## src/motor_pkg.sv

```systemverilog
package motor_pkg;

    typedef logic [9:0] duty_t;

    localparam duty_t DUTY_MAX = 10'd1023;

    typedef struct packed {
        duty_t left;
        duty_t right;
    } motor_duty_t;

    // bit 1 manual, bit 0 enable.
    typedef struct packed {
        logic manual;
        logic enable;
    } motor_ctrl_t;

    typedef struct packed {
        logic        cyc;
        logic        stb;
        logic        we;
        logic [1:0]  adr;
        logic [31:0] dat;
    } wb_req_t;

    typedef struct packed {
        logic        ack;
        logic [31:0] dat;
    } wb_rsp_t;

    // sensor patterns, bit 2 is the left sensor; any other code means full speed
    typedef enum logic [2:0] {
        search      = 3'b000,
        hard_right  = 3'b001,
        drift_right = 3'b011,
        hard_left   = 3'b100,
        drift_left  = 3'b110,
        cruise      = 3'b111
    } steer_action_e;

    typedef enum logic [1:0] {
        reg_ctrl   = 2'd0,
        reg_manual = 2'd1,
        reg_status = 2'd2,
        reg_sensor = 2'd3
    } reg_addr_e;

endpackage

```

## src/line_follower.sv

```systemverilog
module line_follower #(
    parameter int PWM_PERIOD = 4000,
    parameter int FILTER_LEN = 8
) (
    input  logic               clk,
    input  logic               reset,
    input  logic [2:0]         sensor,
    input  motor_pkg::wb_req_t wb_in,
    output motor_pkg::wb_rsp_t wb_out,
    output logic               pwm_left,
    output logic               pwm_right
);

    import motor_pkg::*;

    logic [2:0]  pattern;
    logic [11:0] count;
    logic        tick;
    motor_ctrl_t ctrl;
    motor_duty_t manual_duty;
    motor_duty_t duty;

    sensor_filter #(
        .FILTER_LEN(FILTER_LEN)
    ) u_filter (
        .clk    (clk),
        .reset  (reset),
        .sensor (sensor),
        .pattern(pattern)
    );

    pwm_timebase #(
        .PWM_PERIOD(PWM_PERIOD)
    ) u_timebase (
        .clk  (clk),
        .reset(reset),
        .count(count),
        .tick (tick)
    );

    steer_control u_steer (
        .clk        (clk),
        .reset      (reset),
        .tick       (tick),
        .pattern    (pattern),
        .ctrl       (ctrl),
        .manual_duty(manual_duty),
        .duty       (duty)
    );

    pwm_channel #(
        .PWM_PERIOD(PWM_PERIOD)
    ) u_pwm_left (
        .clk   (clk),
        .reset (reset),
        .duty  (duty.left),
        .count (count),
        .enable(ctrl.enable),
        .pwm   (pwm_left)
    );

    pwm_channel #(
        .PWM_PERIOD(PWM_PERIOD)
    ) u_pwm_right (
        .clk   (clk),
        .reset (reset),
        .duty  (duty.right),
        .count (count),
        .enable(ctrl.enable),
        .pwm   (pwm_right)
    );

    motor_regs u_regs (
        .clk        (clk),
        .reset      (reset),
        .wb_in      (wb_in),
        .wb_out     (wb_out),
        .duty       (duty),
        .pattern    (pattern),
        .ctrl       (ctrl),
        .manual_duty(manual_duty)
    );

endmodule

```

## src/motor_regs.sv

```systemverilog
module motor_regs (
    input  logic                   clk,
    input  logic                   reset,
    input  motor_pkg::wb_req_t     wb_in,
    output motor_pkg::wb_rsp_t     wb_out,
    input  motor_pkg::motor_duty_t duty,
    input  logic [2:0]             pattern,
    output motor_pkg::motor_ctrl_t ctrl,
    output motor_pkg::motor_duty_t manual_duty
);

    import motor_pkg::*;

    reg_addr_e   addr;
    logic        access;   // new cycle, not yet acknowledged.
    logic        ack_q;
    logic [31:0] rdata;
    logic [31:0] rdata_q;

    assign addr   = reg_addr_e'(wb_in.adr);
    assign access = wb_in.cyc && wb_in.stb && !ack_q;

    always_comb begin
        case (addr)
            reg_ctrl:   rdata = {30'b0, ctrl};
            reg_manual: rdata = {6'b0, manual_duty.left, 6'b0, manual_duty.right};
            reg_status: rdata = {6'b0, duty.left, 6'b0, duty.right};
            default:    rdata = {29'b0, pattern};
        endcase
    end

    always_ff @(posedge clk or posedge reset) begin
        if (reset) begin
            ack_q <= 1'b0;
        end else begin
            ack_q <= access;   // one cycle, then drops.
        end
    end

    always_ff @(posedge clk or posedge reset) begin
        if (reset) begin
            ctrl        <= '0;
            manual_duty <= '0;
        end else if (access && wb_in.we) begin
            case (addr)
                reg_ctrl: begin
                    ctrl <= motor_ctrl_t'(wb_in.dat[1:0]);
                end
                reg_manual: begin
                    manual_duty.left  <= wb_in.dat[25:16];
                    manual_duty.right <= wb_in.dat[9:0];
                end
                default: ;       // status and sensor are read only.
            endcase
        end
    end

    always_ff @(posedge clk) begin
        if (access) begin
            rdata_q <= rdata;
        end
    end

    assign wb_out.ack = ack_q;
    assign wb_out.dat = rdata_q;

    // back-to-back cycles must see ack drop in between
    ack_single_cycle: assert property (
        @(posedge clk) disable iff (reset) wb_out.ack |=> !wb_out.ack
    );

endmodule

```

## src/pwm_channel.sv

```systemverilog
module pwm_channel #(
    parameter int PWM_PERIOD = 4000
) (
    input  logic             clk,
    input  logic             reset,
    input  motor_pkg::duty_t duty,
    input  logic [11:0]      count,
    input  logic             enable,
    output logic             pwm
);

    logic [21:0] scaled;    // PWM_PERIOD * duty, fits for periods up to 4096.
    logic [11:0] threshold;

    assign scaled    = 22'(PWM_PERIOD) * {12'b0, duty};
    assign threshold = scaled[21:10];  // divide by 1024, rounded down.

    always_ff @(posedge clk or posedge reset) begin
        if (reset) begin
            pwm <= 1'b0;
        end else begin
            pwm <= enable && (count < threshold);
        end
    end

endmodule

```

## src/pwm_timebase.sv

```systemverilog
module pwm_timebase #(
    parameter int PWM_PERIOD = 4000
) (
    input  logic        clk,
    input  logic        reset,
    output logic [11:0] count,
    output logic        tick
);

    localparam logic [11:0] LAST = 12'(PWM_PERIOD - 1);

    logic last_cycle;

    assign last_cycle = (count == LAST);

    always_ff @(posedge clk or posedge reset) begin
        if (reset) begin
            count <= '0;
        end else if (last_cycle) begin
            count <= '0;            // wrap to start a new period.
        end else begin
            count <= count + 1'b1;
        end
    end

    // the steering update lands on the same edge as the wrap
    assign tick = last_cycle;

endmodule

```

## src/sensor_filter.sv

```systemverilog
module sensor_filter #(
    parameter int FILTER_LEN = 8
) (
    input  logic       clk,
    input  logic       reset,
    input  logic [2:0] sensor,
    output logic [2:0] pattern
);

    localparam int CNT_W = $clog2(FILTER_LEN + 1);

    logic [2:0]       sync_q1;
    logic [2:0]       sync_q2;
    logic [2:0]       cand;     // value being qualified.
    logic [CNT_W-1:0] stable_cnt;

    always_ff @(posedge clk or posedge reset) begin
        if (reset) begin
            sync_q1 <= 3'b111;
            sync_q2 <= 3'b111;
        end else begin
            sync_q1 <= sensor;
            sync_q2 <= sync_q1;
        end
    end

    always_ff @(posedge clk or posedge reset) begin
        if (reset) begin
            cand       <= 3'b111;
            stable_cnt <= '0;
            pattern    <= 3'b111;
        end else if (sync_q2 != cand) begin
            cand       <= sync_q2;
            stable_cnt <= CNT_W'(1); // this sample is the first of the run.
        end else if (stable_cnt == CNT_W'(FILTER_LEN - 1)) begin
            pattern <= cand;         // FILTER_LEN equal samples seen.
        end else begin
            stable_cnt <= stable_cnt + 1'b1;
        end
    end

endmodule

```

## src/steer_control.sv

```systemverilog
module steer_control (
    input  logic                   clk,
    input  logic                   reset,
    input  logic                   tick,
    input  logic [2:0]             pattern,
    input  motor_pkg::motor_ctrl_t ctrl,
    input  motor_pkg::motor_duty_t manual_duty,
    output motor_pkg::motor_duty_t duty
);

    import motor_pkg::*;

    localparam duty_t CRUISE_STEP = 10'd23;
    localparam duty_t HARD_STEP   = 10'd50;
    localparam duty_t FINE_STEP   = 10'd1;

    steer_action_e action;
    motor_duty_t   next_duty;

    function automatic duty_t add_sat(duty_t d, duty_t step);
        logic [10:0] sum;
        sum = {1'b0, d} + {1'b0, step};
        return (sum > {1'b0, DUTY_MAX}) ? DUTY_MAX : sum[9:0];
    endfunction

    function automatic duty_t sub_sat(duty_t d, duty_t step);
        return (d > step) ? d - step : '0;
    endfunction

    assign action = steer_action_e'(pattern);

    always_comb begin
        next_duty = duty;
        case (action)
            cruise: begin
                // anything above 1000 snaps straight to full.
                next_duty.left  = add_sat(duty.left, CRUISE_STEP);
                next_duty.right = add_sat(duty.right, CRUISE_STEP);
            end
            drift_left: begin
                next_duty.left  = sub_sat(duty.left, FINE_STEP);
                next_duty.right = add_sat(duty.right, FINE_STEP);
            end
            hard_left: begin
                next_duty.left  = sub_sat(duty.left, HARD_STEP);
                next_duty.right = sub_sat(duty.right, FINE_STEP);
            end
            drift_right: begin
                next_duty.left  = add_sat(duty.left, FINE_STEP);
                next_duty.right = sub_sat(duty.right, FINE_STEP);
            end
            hard_right: begin
                next_duty.left  = sub_sat(duty.left, FINE_STEP);
                next_duty.right = sub_sat(duty.right, HARD_STEP);
            end
            search: begin
                // spin toward the side that was faster, right wins a tie.
                if (duty.left > duty.right) begin
                    next_duty.left  = DUTY_MAX;
                    next_duty.right = '0;
                end else begin
                    next_duty.left  = '0;
                    next_duty.right = DUTY_MAX;
                end
            end
            default: begin
                next_duty.left  = DUTY_MAX; // full.
                next_duty.right = DUTY_MAX;
            end
        endcase
    end

    always_ff @(posedge clk or posedge reset) begin
        if (reset) begin
            duty.left  <= DUTY_MAX;
            duty.right <= DUTY_MAX;
        end else if (tick && ctrl.enable) begin
            if (ctrl.manual) begin
                duty <= manual_duty;
            end else begin
                duty <= next_duty;
            end
        end
    end

    // the PWM channels count on duty staying put inside a period
    duty_only_on_tick: assert property (
        @(posedge clk) disable iff (reset) !tick |=> $stable(duty)
    );

endmodule

```

## config.mk

```make
export PLATFORM = sky130hd
export DESIGN_NAME = line_follower
export DESIGN_NICKNAME = d
export VERILOG_FILES = /design/src/motor_pkg.sv /design/src/line_follower.sv /design/src/motor_regs.sv /design/src/pwm_channel.sv /design/src/pwm_timebase.sv /design/src/sensor_filter.sv /design/src/steer_control.sv
export SDC_FILE = /design/constraint.sdc
export NUM_CORES = 1
export LEC_CHECK = 0
export ABC_AREA = 1
export BUFFER_PORTS_ARGS = -buffer_cell sky130_fd_sc_hd__buf_2
export CORE_ASPECT_RATIO = 1.1
export CORE_MARGIN = 2
export CORE_UTILIZATION = 56
export DETAILED_ROUTE_END_ITERATION = 16
export MAX_ROUTING_LAYER = met4
export PLACE_DENSITY = 0.75
export SETUP_SLACK_MARGIN = 0.3
export SKIP_CTS_REPAIR_TIMING = 1
export SLEW_MARGIN = 20
export SYNTH_ARGS = -nofsm -noshare
export SYNTH_HDL_FRONTEND = slang
export SYNTH_HIERARCHICAL = 1
export SYNTH_SLANG_ARGS = --single-unit
```

## constraint.sdc

```tcl
create_clock -name clk -period 6.41 [get_ports clk]
set_input_delay 1.6025 -clock clk [delete_from_list [all_inputs] [get_ports clk]]
set_output_delay 1.6025 -clock clk [all_outputs]
set_load 0.005 [all_outputs]
```

Yosys cells after proc, flatten, opt, wreduce, memory -nomap -nowiden
Index checks and enable logic that the tools add are counted. W data, S select, Z words.

Add/sub/neg operators: 10. $mul: 2. Div/mod/pow operators: 0. Order comparisons: 11. Equal/unequal tests: 11. Shift operators: 0. Mux-type cells: 15. Bitwise operators: 1. Reductions and logical operators: 12.

Operator list (count): $pmux W20 S6 (1); $mux W10 (8); $pmux W26 S3 (1); $gt A11 B10 Y1 const B (4); $mux W20 (2); $mul A7 B10 Y17 const A (2); $lt A12 B12 Y1 (2); $add A10 B1 Y11 const B (2); $add A10 B5 Y11 const B (2); $gt A10 B1 Y1 const B (2); $gt A10 B6 Y1 const B (2); $sub A10 B1 Y10 const B (2); $sub A10 B6 Y10 const B (2); $add A12 B1 Y12 const B (1); $eq A12 B12 Y1 const B (1); $mux W12 (1); $gt A10 B10 Y1 (1); $eq A3 B3 Y1 const B (3); $mux W4 (2); $logic_and A1 B1 Y1 (6); $reduce_and A2 Y1 (3); $add A4 B1 Y4 const B (1); $eq A4 B3 Y1 const B (1); $eq A3 B1 Y1 const B (1); 9 further kinds (9).

Bits in registers: 105. Latch bits: 0. Bits in writable memories: 0. Memory bits (read-only): 0. Output and inout bits: 35. Memories: 0.

Depth between registers and ports, before layout
Gate-level depths: netlist (run 1).

Depth in word-level cells: 5. Mapped depth: 26.

Cells and area by module
The synthesis (run 1) kept the hierarchy.

Modules (own cells, without submodules): steer_control (instances 1, cells each 663, area each 3873.7 µm², seq. area each 525.5 µm²); pwm_channel (u_pwm_left) (instances 1, cells each 262, area each 2082.0 µm², seq. area each 25.0 µm²); pwm_channel (u_pwm_right) (instances 1, cells each 264, area each 2069.5 µm², seq. area each 25.0 µm²); motor_regs (instances 1, cells each 212, area each 1951.9 µm², seq. area each 1176.1 µm²); pwm_timebase (instances 1, cells each 88, area each 732.0 µm², seq. area each 300.3 µm²); sensor_filter (instances 1, cells each 66, area each 670.6 µm², seq. area each 415.4 µm²).

Worst setup path after synthesis (run 1)
No wires, ideal clock.

Path kind: reg-to-reg. From: register, netlist name u_steer/duty[12]. To: register u_pwm_left.pwm. Library setup time: 0.077 ns. Arrival: 4.589 ns. Data required time: 6.333 ns. Path slack: 1.743 ns. Cell stages (with the launch flop): 23. Clock period less this slack: 4.667 ns. Cell sequence: dfstp_2 > inv_1 > fa_1 > fa_1 > fa_1 > fa_1 > inv_1 > ha_1 > a21oi_1 > o21ai_0 > a21oi_1 > nand2_1 > xnor2_1 > ha_1 > a21oi_1 > nand2_1 > nand2_1 > nand2_1 > nand2_1 > nand2_1 > nand2_1 > nand2_1 > a21oi_1.

Word-level cells in the longest chain between the ends: 3.

Ends and longest elaborated chain: $mul A7 B10 Y17 (line pwm_channel.sv:15) `assign scaled = 22'(PWM_PERIOD) * {12'b0, duty};`; $lt A12 B12 Y1 (line pwm_channel.sv:22) `pwm <= enable && (count < threshold);`; $logic_and A1 B1 Y1 (line pwm_channel.sv:22); end signal: assignment (line pwm_channel.sv:22); end: declaration (line pwm_channel.sv:9) `output logic pwm`.

Every way passes these cells. A chain may end at the register's enable or synchronous reset.

Worst setup path in the final report (run 1)
From: register, netlist name u_steer/duty[14]. To: register u_pwm_left.pwm.

Word-level cells in the longest chain between the ends: 3.

Ends and longest elaborated chain (line): $mul A7 B10 Y17 (pwm_channel.sv:15); $lt A12 B12 Y1 (pwm_channel.sv:22); $logic_and A1 B1 Y1 (pwm_channel.sv:22).

Every way passes these cells.

==> results.ini, run 1 <==
[job]
max_cap_violations = 0

[global_routing]
grt.overflow.total = 0
grt_first_pass_wirelength_um = 45900
grt_pass1_vias = 9641
track_usage_pct = 26.7
grt_max_degree = 46
grt_antenna_before_repair = 0

[power]
p_leak_uw = 0.00645
clkPwrFrac_pct = 38.8
comb_power_share_pct = 10.1
power.internal_uw = 968
peakVddDrop_v = 0.000143
p_per_area_nw_per_um2 = 114
total_power_uw = 1360
pwr-share-seq_pct = 51.1
p_sw_uw = 394
p_sw_share_pct = 28.9

[floorplan]
coreArea_um2 = 19900
die_x_um = 140
rows = 54
io_pins = 77
start_util_pct = 57.3
die_h_um = 154
die_area_um2 = 21500

[worst_setup_path]
start_kind = register
worstPathMaxFanout = 14
crit_type = register to register
crit_arrival_ps = 5540
cp-end-kind = register
required_ps = 6680

[logic_synthesis]
yosysSeqAreaShare_pct = 21.7
synth_top_area_cell = nand2_1
synth_compound_area_share_pct = 6.32
synthSimpleGateAreaFrac_pct = 33.3
synth_edf_count = 20
ys_ff_latch = 93
muxShareOfSynthArea_pct = 0
synthArstFlopShare_pct = 78.5
yosys_warnings = 6
ys.flop_type = dfrtp_1
syn_area_per_cell_um2 = 7.32
synth_xor_area_share_pct = 3.53
synth_cell_types = 49
synth_top_family_by_area = simple AND/OR/NAND/NOR gates
synthAdderAreaFrac_pct = 23.7
yosys-top-cells-area = nand2_1, ha_1, fa_1, dfrtp_1, dfstp_2
synthCells = 1555
netlist_area_um2 = 11400
synth_top_area_share_pct = 14.4

[cells_and_area]
drive_above_1_share_pct = 14.8
num-nets-final = 1809
fillers = 1860
final_core_utilization_pct = 60.3
antennaDiodeCount = 0
area_delta_synth_final_pct = 5.23
most-common-layout-cells = nand2_1, inv_1, ha_1
mostFrequentLayoutCell = nand2_1

[timing]
slew_violations = 0
slew_headroom_pct = 29.2
fmax_mhz = 190
hold_viol = 0
setup_violations = 0
period_minus_slack_ps = 5270
setup_tns_ps = 0
grt_setup_unrepaired = false
fin_skew_ps = 9.31
worst_pin_slew_ps = 1060
period_share_pct = 82.2

[route]
drcViolationCount = 0
drt_pass1_iterations = 5
wl_per_cell_um = 14.9
vias = 9954
drt_iter0_markers = 779
ant_nets = 0
wl_um = 27500
vias_per_cell = 5.40

[placement]
gp_congestion = 0.944
hpwl_um = 21200
io_buffers = 52

[clock_network]
clk_pin_slew_ps = 70
cts_buffers = 9
root_buffer = clkbuf_16
clkLatencyLatePin_ps = 350
cts.path.max_buffers = 2
cts_sinks = 93
htreeDepth = 3
cts_tree = done

[hold_path]
min_path_type = register to register

[status]
status = completed

## area by class of cell
class | instances | area (um2) | share of cell area (%)
sequential | 93 | 2470 | 20.6
multi-input combinational | 1176 | 7660 | 64.0
timing repair buffer | 59 | 313 | 2.61
tap | 252 | 315 | 2.63
clock buffer | 10 | 229 | 1.91
clock inverter | 6 | 52.6 | 0.439
inverter | 247 | 936 | 7.82
## power groups by stage
| stage | registers [uW] | clock network (uW) | logic [uW] |
|---|---|---|---|
| 2_1_floorplan | 686 | 0 | 106 |
| 6_report | 696 | 528 | 138 |
| 4_1_cts | 696 | 533 | 137 |
| 5_1_grt | 702 | 555 | 156 |
| 3_3_place_gp | 705 | 0 | 133 |
| 3_5_place_dp | 706 | 0 | 136 |
## path summary, 6_finish.rpt
check / startpoint / end / slack, ps / cells after the start
worst max-delay path: u_steer/duty[14] / u_pwm_left/pwm / 1140 / 24
worst min-delay path: u_filter/sync_q1[1] / u_filter/sync_q2[1] / 360 / 0
worst max register to register: u_steer/duty[14] / u_pwm_left/pwm / 1140 / 24
worst min register to register: u_filter/sync_q1[1] / u_filter/sync_q2[1] / 360 / 0
max in group asynchronous: reset / u_regs/manual_duty[8] / 4330 / 2
min in group asynchronous: reset / u_pwm_left/pwm / 1190 / 2
## cells by family after synthesis
kind of cell,Yosys count
AND/OR/NAND/NOR,809
buffers and inverters,297
adder cells (fa/ha/maj),181
AO/OA/AOI/OAI,129
flip-flops,93
XOR/XNOR,45
other,1
## cells in the mapped netlist, types with 14 or more instances
library cell,instances
nand2_1,437
inv_1,221
ha_1,123
nor2_1,106
nand3_1,100
a21oi_1,58
fa_1,58
nand4_1,44
dfrtp_1,41
nand2_2,40
o21ai_0,33
xor2_1,33
dfstp_2,32
buf_4,21
inv_2,21
edfxtp_1,20
nor3_1,18
buf_2,16
nand2_4,14
## stage by stage
stage	worst slack [ps]	cells	instance area, um2	hold slack (ps)
final	1140	1843	12000	359
after global routing	759	1843	12000	362
after CTS	1160	1843	12000	360
after detailed placement	1190	1827	11700	349
after global placement	1230	1827	11700	346
after floorplan	1740	1566	11400	345
## flip-flops by register name (all words and copies together) (netlist names)
register,cells
u_regs/manual_duty,20
u_regs/rdata_q,20
u_steer/duty,20
u_timebase/count,12
u_filter/stable_cnt,4
u_filter/cand,3
u_filter/pattern,3
u_filter/sync_q1,3
u_filter/sync_q2,3
u_regs/ctrl,2
u_pwm_left/pwm,1
u_pwm_right/pwm,1
u_regs/ack_q,1
## worst max-delay path: stages (launching register included)
cell and delay [ps]:
dfstp_2 840, inv_1 210, fa_1 520, fa_1 510, inv_1 50, fa_1 490
inv_1 50, fa_1 490, inv_1 40, ha_1 350, a21oi_1 180, o21ai_0 140
a21oi_1 140, nand2_1 70, xnor2_1 170, ha_1 280, a21oi_1 150, nand2_1 70
nand2_1 50, nand2_1 50, nand2_1 50, nand2_1 40, nand2_1 50, nand2_1 50
a21oi_1 130
## per-layer routing
layer	vias up	track usage [%]	part of all wire, %
met1	4694	34.0	45
met4	0	6.48	1.7
met2	246	45.5	49
met5	-	-	0
li1	4969	-	-
met3	45	3.33	4.2
Note: power is estimated with default switching activity, not from simulation.
==> inputs of run 2 (changes only) <==
- ABC_AREA: 1 -> 0
- PLACE_DENSITY: 0.75 -> 0.78
- clock period: 6.41 -> 4.3 ns (I/O delays scaled with it)
==> run 2 against run 1 <==
Net effect:
- the flow now finishes with violations (negative setup slack)
- final area fell by 0.84%
- clock-buffer cell count is the same
- synthesized area is 8.9% lower
- worst setup slack lost 1800 ps
- routed wire length up 2.8%
- first-iteration DRC count grew 46%
- final cell count is 20% lower
==> results.ini, run 2 <==
[route]
vias = 9303
ant_nets = 0
drt_pass1_iterations = 7
wl_um = 28300
vias_per_cell = 6.33
drt_iter0_markers = 1137
wl_per_cell_um = 19.3
drcViolationCount = 0

[status]
failed_checks = negative setup slack
status = complete, but fails checks

[clock_network]
cts_tree = done
root_buffer = clkbuf_16
cts_sinks = 93
cts_buffers = 9
htreeDepth = 3
cts.path.max_buffers = 2
clk_pin_slew_ps = 80
clkLatencyLatePin_ps = 360

[logic_synthesis]
synth_top_area_cell = ha_1
yosys-top-cells-area = ha_1, fa_1, dfrtp_1, dfstp_2, edfxtp_1
synth_cell_types = 101
synth_top_area_share_pct = 14.8
synth_common_cells = inv_1, ha_1, a21oi_1
synthArstFlopShare_pct = 78.5
ys_ff_latch = 93
synth_edf_count = 20
netlist_area_um2 = 10400
syn_area_per_cell_um2 = 9.35
synthCells = 1109
yosys_warnings = 6
synth_most_common_cell = inv_1
yosysSeqAreaShare_pct = 23.8
ys.flop_type = dfrtp_1

[floorplan]
io_pins = 77
start_util_pct = 56.7
die_area_um2 = 19600
rows = 52
coreArea_um2 = 18300
die_h_um = 147
die_x_um = 134

[placement]
gp_congestion = 0.999
io_buffers = 52
hpwl_um = 21300
post-place-ws_ps = -607

[timing]
setup_ws_ps = -667
fmax_mhz = 201
slew_violations = 0
setup_violations = 2
period_minus_slack_ps = 4970
hold_viol = 0
period_share_pct = 116
worst_pin_slew_ps = 889
grt_setup_unrepaired = true
slew_headroom_pct = 40.4
fin_skew_ps = 15.1

[worst_setup_path]
worstPathMaxFanout = 4
worstPathCellList = inv_4 -> fa_1 -> fa_1 -> inv_1 -> fa_1 -> inv_1 -> fa_1 -> inv_2 -> ha_4 -> nand4_1 -> nor3_4 -> nor2_2 -> a2bb2oi_2 -> xnor2_1 -> ha_1 -> nand4_1 -> or2_1 -> nor2_1 -> a2111oi_2 -> and3_1
critPathSlowestCell = dfstp_2
cp-end-kind = register
path_common_cell = fa_1
crit_arrival_ps = 5260
required_ps = 4590
cpLargestDelayFamily = adder cells
start_kind = register
critPathBufInv = 4
crit_type = register to register
max_stage_delay_ps = 560

[global_routing]
grt_first_pass_wirelength_um = 45200
track_usage_pct = 29.7
grt_max_degree = 27
grt_pass1_vias = 9112
grt.overflow.total = 0
grt_antenna_before_repair = 3

[power]
comb_power_share_pct = 9.9
p_leak_uw = 0.00535
p_sw_uw = 551
power.internal_uw = 1590
p_sw_share_pct = 25.7
peakVddDrop_v = 0.000218
pwr-share-seq_pct = 48.7
total_power_uw = 2140
p_per_area_nw_per_um2 = 180
clkPwrFrac_pct = 41.4

[cells_and_area]
drive_above_1_share_pct = 24.4
num-nets-final = 1441
most-common-layout-cells = inv_1, ha_1, buf_4
largestRegisters = u_regs/manual_duty x20, u_regs/rdata_q x20, u_steer/duty x20
mostFrequentLayoutCell = inv_1
area_delta_synth_final_pct = 14.5

[hold_path]
min_path_type = register to register

[job]
max_cap_violations = 0

run 2: cell count changes in the layout (fill, tap and decap cells not counted), sizes merged, moves of 19 or more:
cell	change
nand4	-25
mux2	+26
nand3	-81
buf	+94
xnor2	+22
nand2	-441
nor2	-82
a22o	+19
inv	-119
run 2: path summary, 6_finish.rpt:
| kind | startpoint | endpoint | slack (ps) | cells after the start |
|---|---|---|---|---|
| worst max-delay path | u_steer/duty[15] | u_pwm_left/pwm | -670 | 20 |
| worst max register to register | u_steer/duty[15] | u_pwm_left/pwm | -670 | 20 |
| max in group asynchronous | reset | u_regs/manual_duty[13] | 2730 | 2 |
| worst min-delay path | u_filter/sync_q1[1] | u_filter/sync_q2[1] | 360 | 0 |
| min in group asynchronous | reset | u_pwm_left/pwm | 660 | 2 |
| worst min register to register | u_filter/sync_q1[1] | u_filter/sync_q2[1] | 360 | 0 |
run 2: area by class of cell:
type | count | area [um2]
antenna | 3 | 7.51
inverter | 128 | 485
fill | 1414 | 6410
clock buffer | 10 | 229
clock inverter | 6 | 96.3
sequential | 93 | 2470
tap | 243 | 304
multi-input combinational | 833 | 7270
timing repair buffer | 153 | 1020
run 2: metrics by stage:
step	hold slack [ps]	utilization [%]	TNS (ps)	std cells	instance area [um2]
2_1_floorplan	345	-	-693	1120	10500
3_3_place_gp	347	62.6	-832	1448	11400
3_5_place_dp	347	62.6	-997	1448	11400
4_1_cts	358	64.4	-1030	1464	11800
5_1_grt	362	65.0	-1510	1469	11900
6_report	357	65.0	-1060	1469	11900
run 2: worst reg2reg max path, stage by stage (launching register included):
cell and delay, ps:
dfstp_2 560, inv_4 50, fa_1 480, fa_1 490, inv_1 50, fa_1 480
inv_1 50, fa_1 490, inv_2 50, ha_4 270, nand4_1 190, nor3_4 290
nor2_2 90, a2bb2oi_2 170, xnor2_1 180, ha_1 300, nand4_1 90, or2_1 120
nor2_1 50, a2111oi_2 270, and3_1 190
run 2: cells by family after synthesis:
family                   share of synthesized area [%]
AO/OA/AOI/OAI                                     19.6
XOR/XNOR                                          4.22
adder cells (fa/ha/maj)                           26.0
buffers and inverters                             8.21
flip-flops                                        23.8
multiplexers                                      3.58
other                                           0.0362
AND/OR/NAND/NOR                                   14.5
run 2: power by group through the flow:
| stage | clock, uW | combinational [uW] | sequential (uW) |
|---|---|---|---|
| after detailed placement | 0 | 205 | 1060 |
| after floorplan | 0 | 157 | 1030 |
| after CTS | 897 | 206 | 1040 |
| final | 886 | 213 | 1040 |
| after global routing | 935 | 231 | 1050 |
| after global placement | 0 | 198 | 1050 |
run 2: per-layer routing:
| metal | part of all wire [%] | global-route usage [%] |
|---|---|---|
| met1 | 40 | 37.2 |
| met2 | 47 | 47.3 |
| met3 | 8.2 | 4.80 |
| met4 | 5.1 | 13.5 |
| met5 | 0 | - |
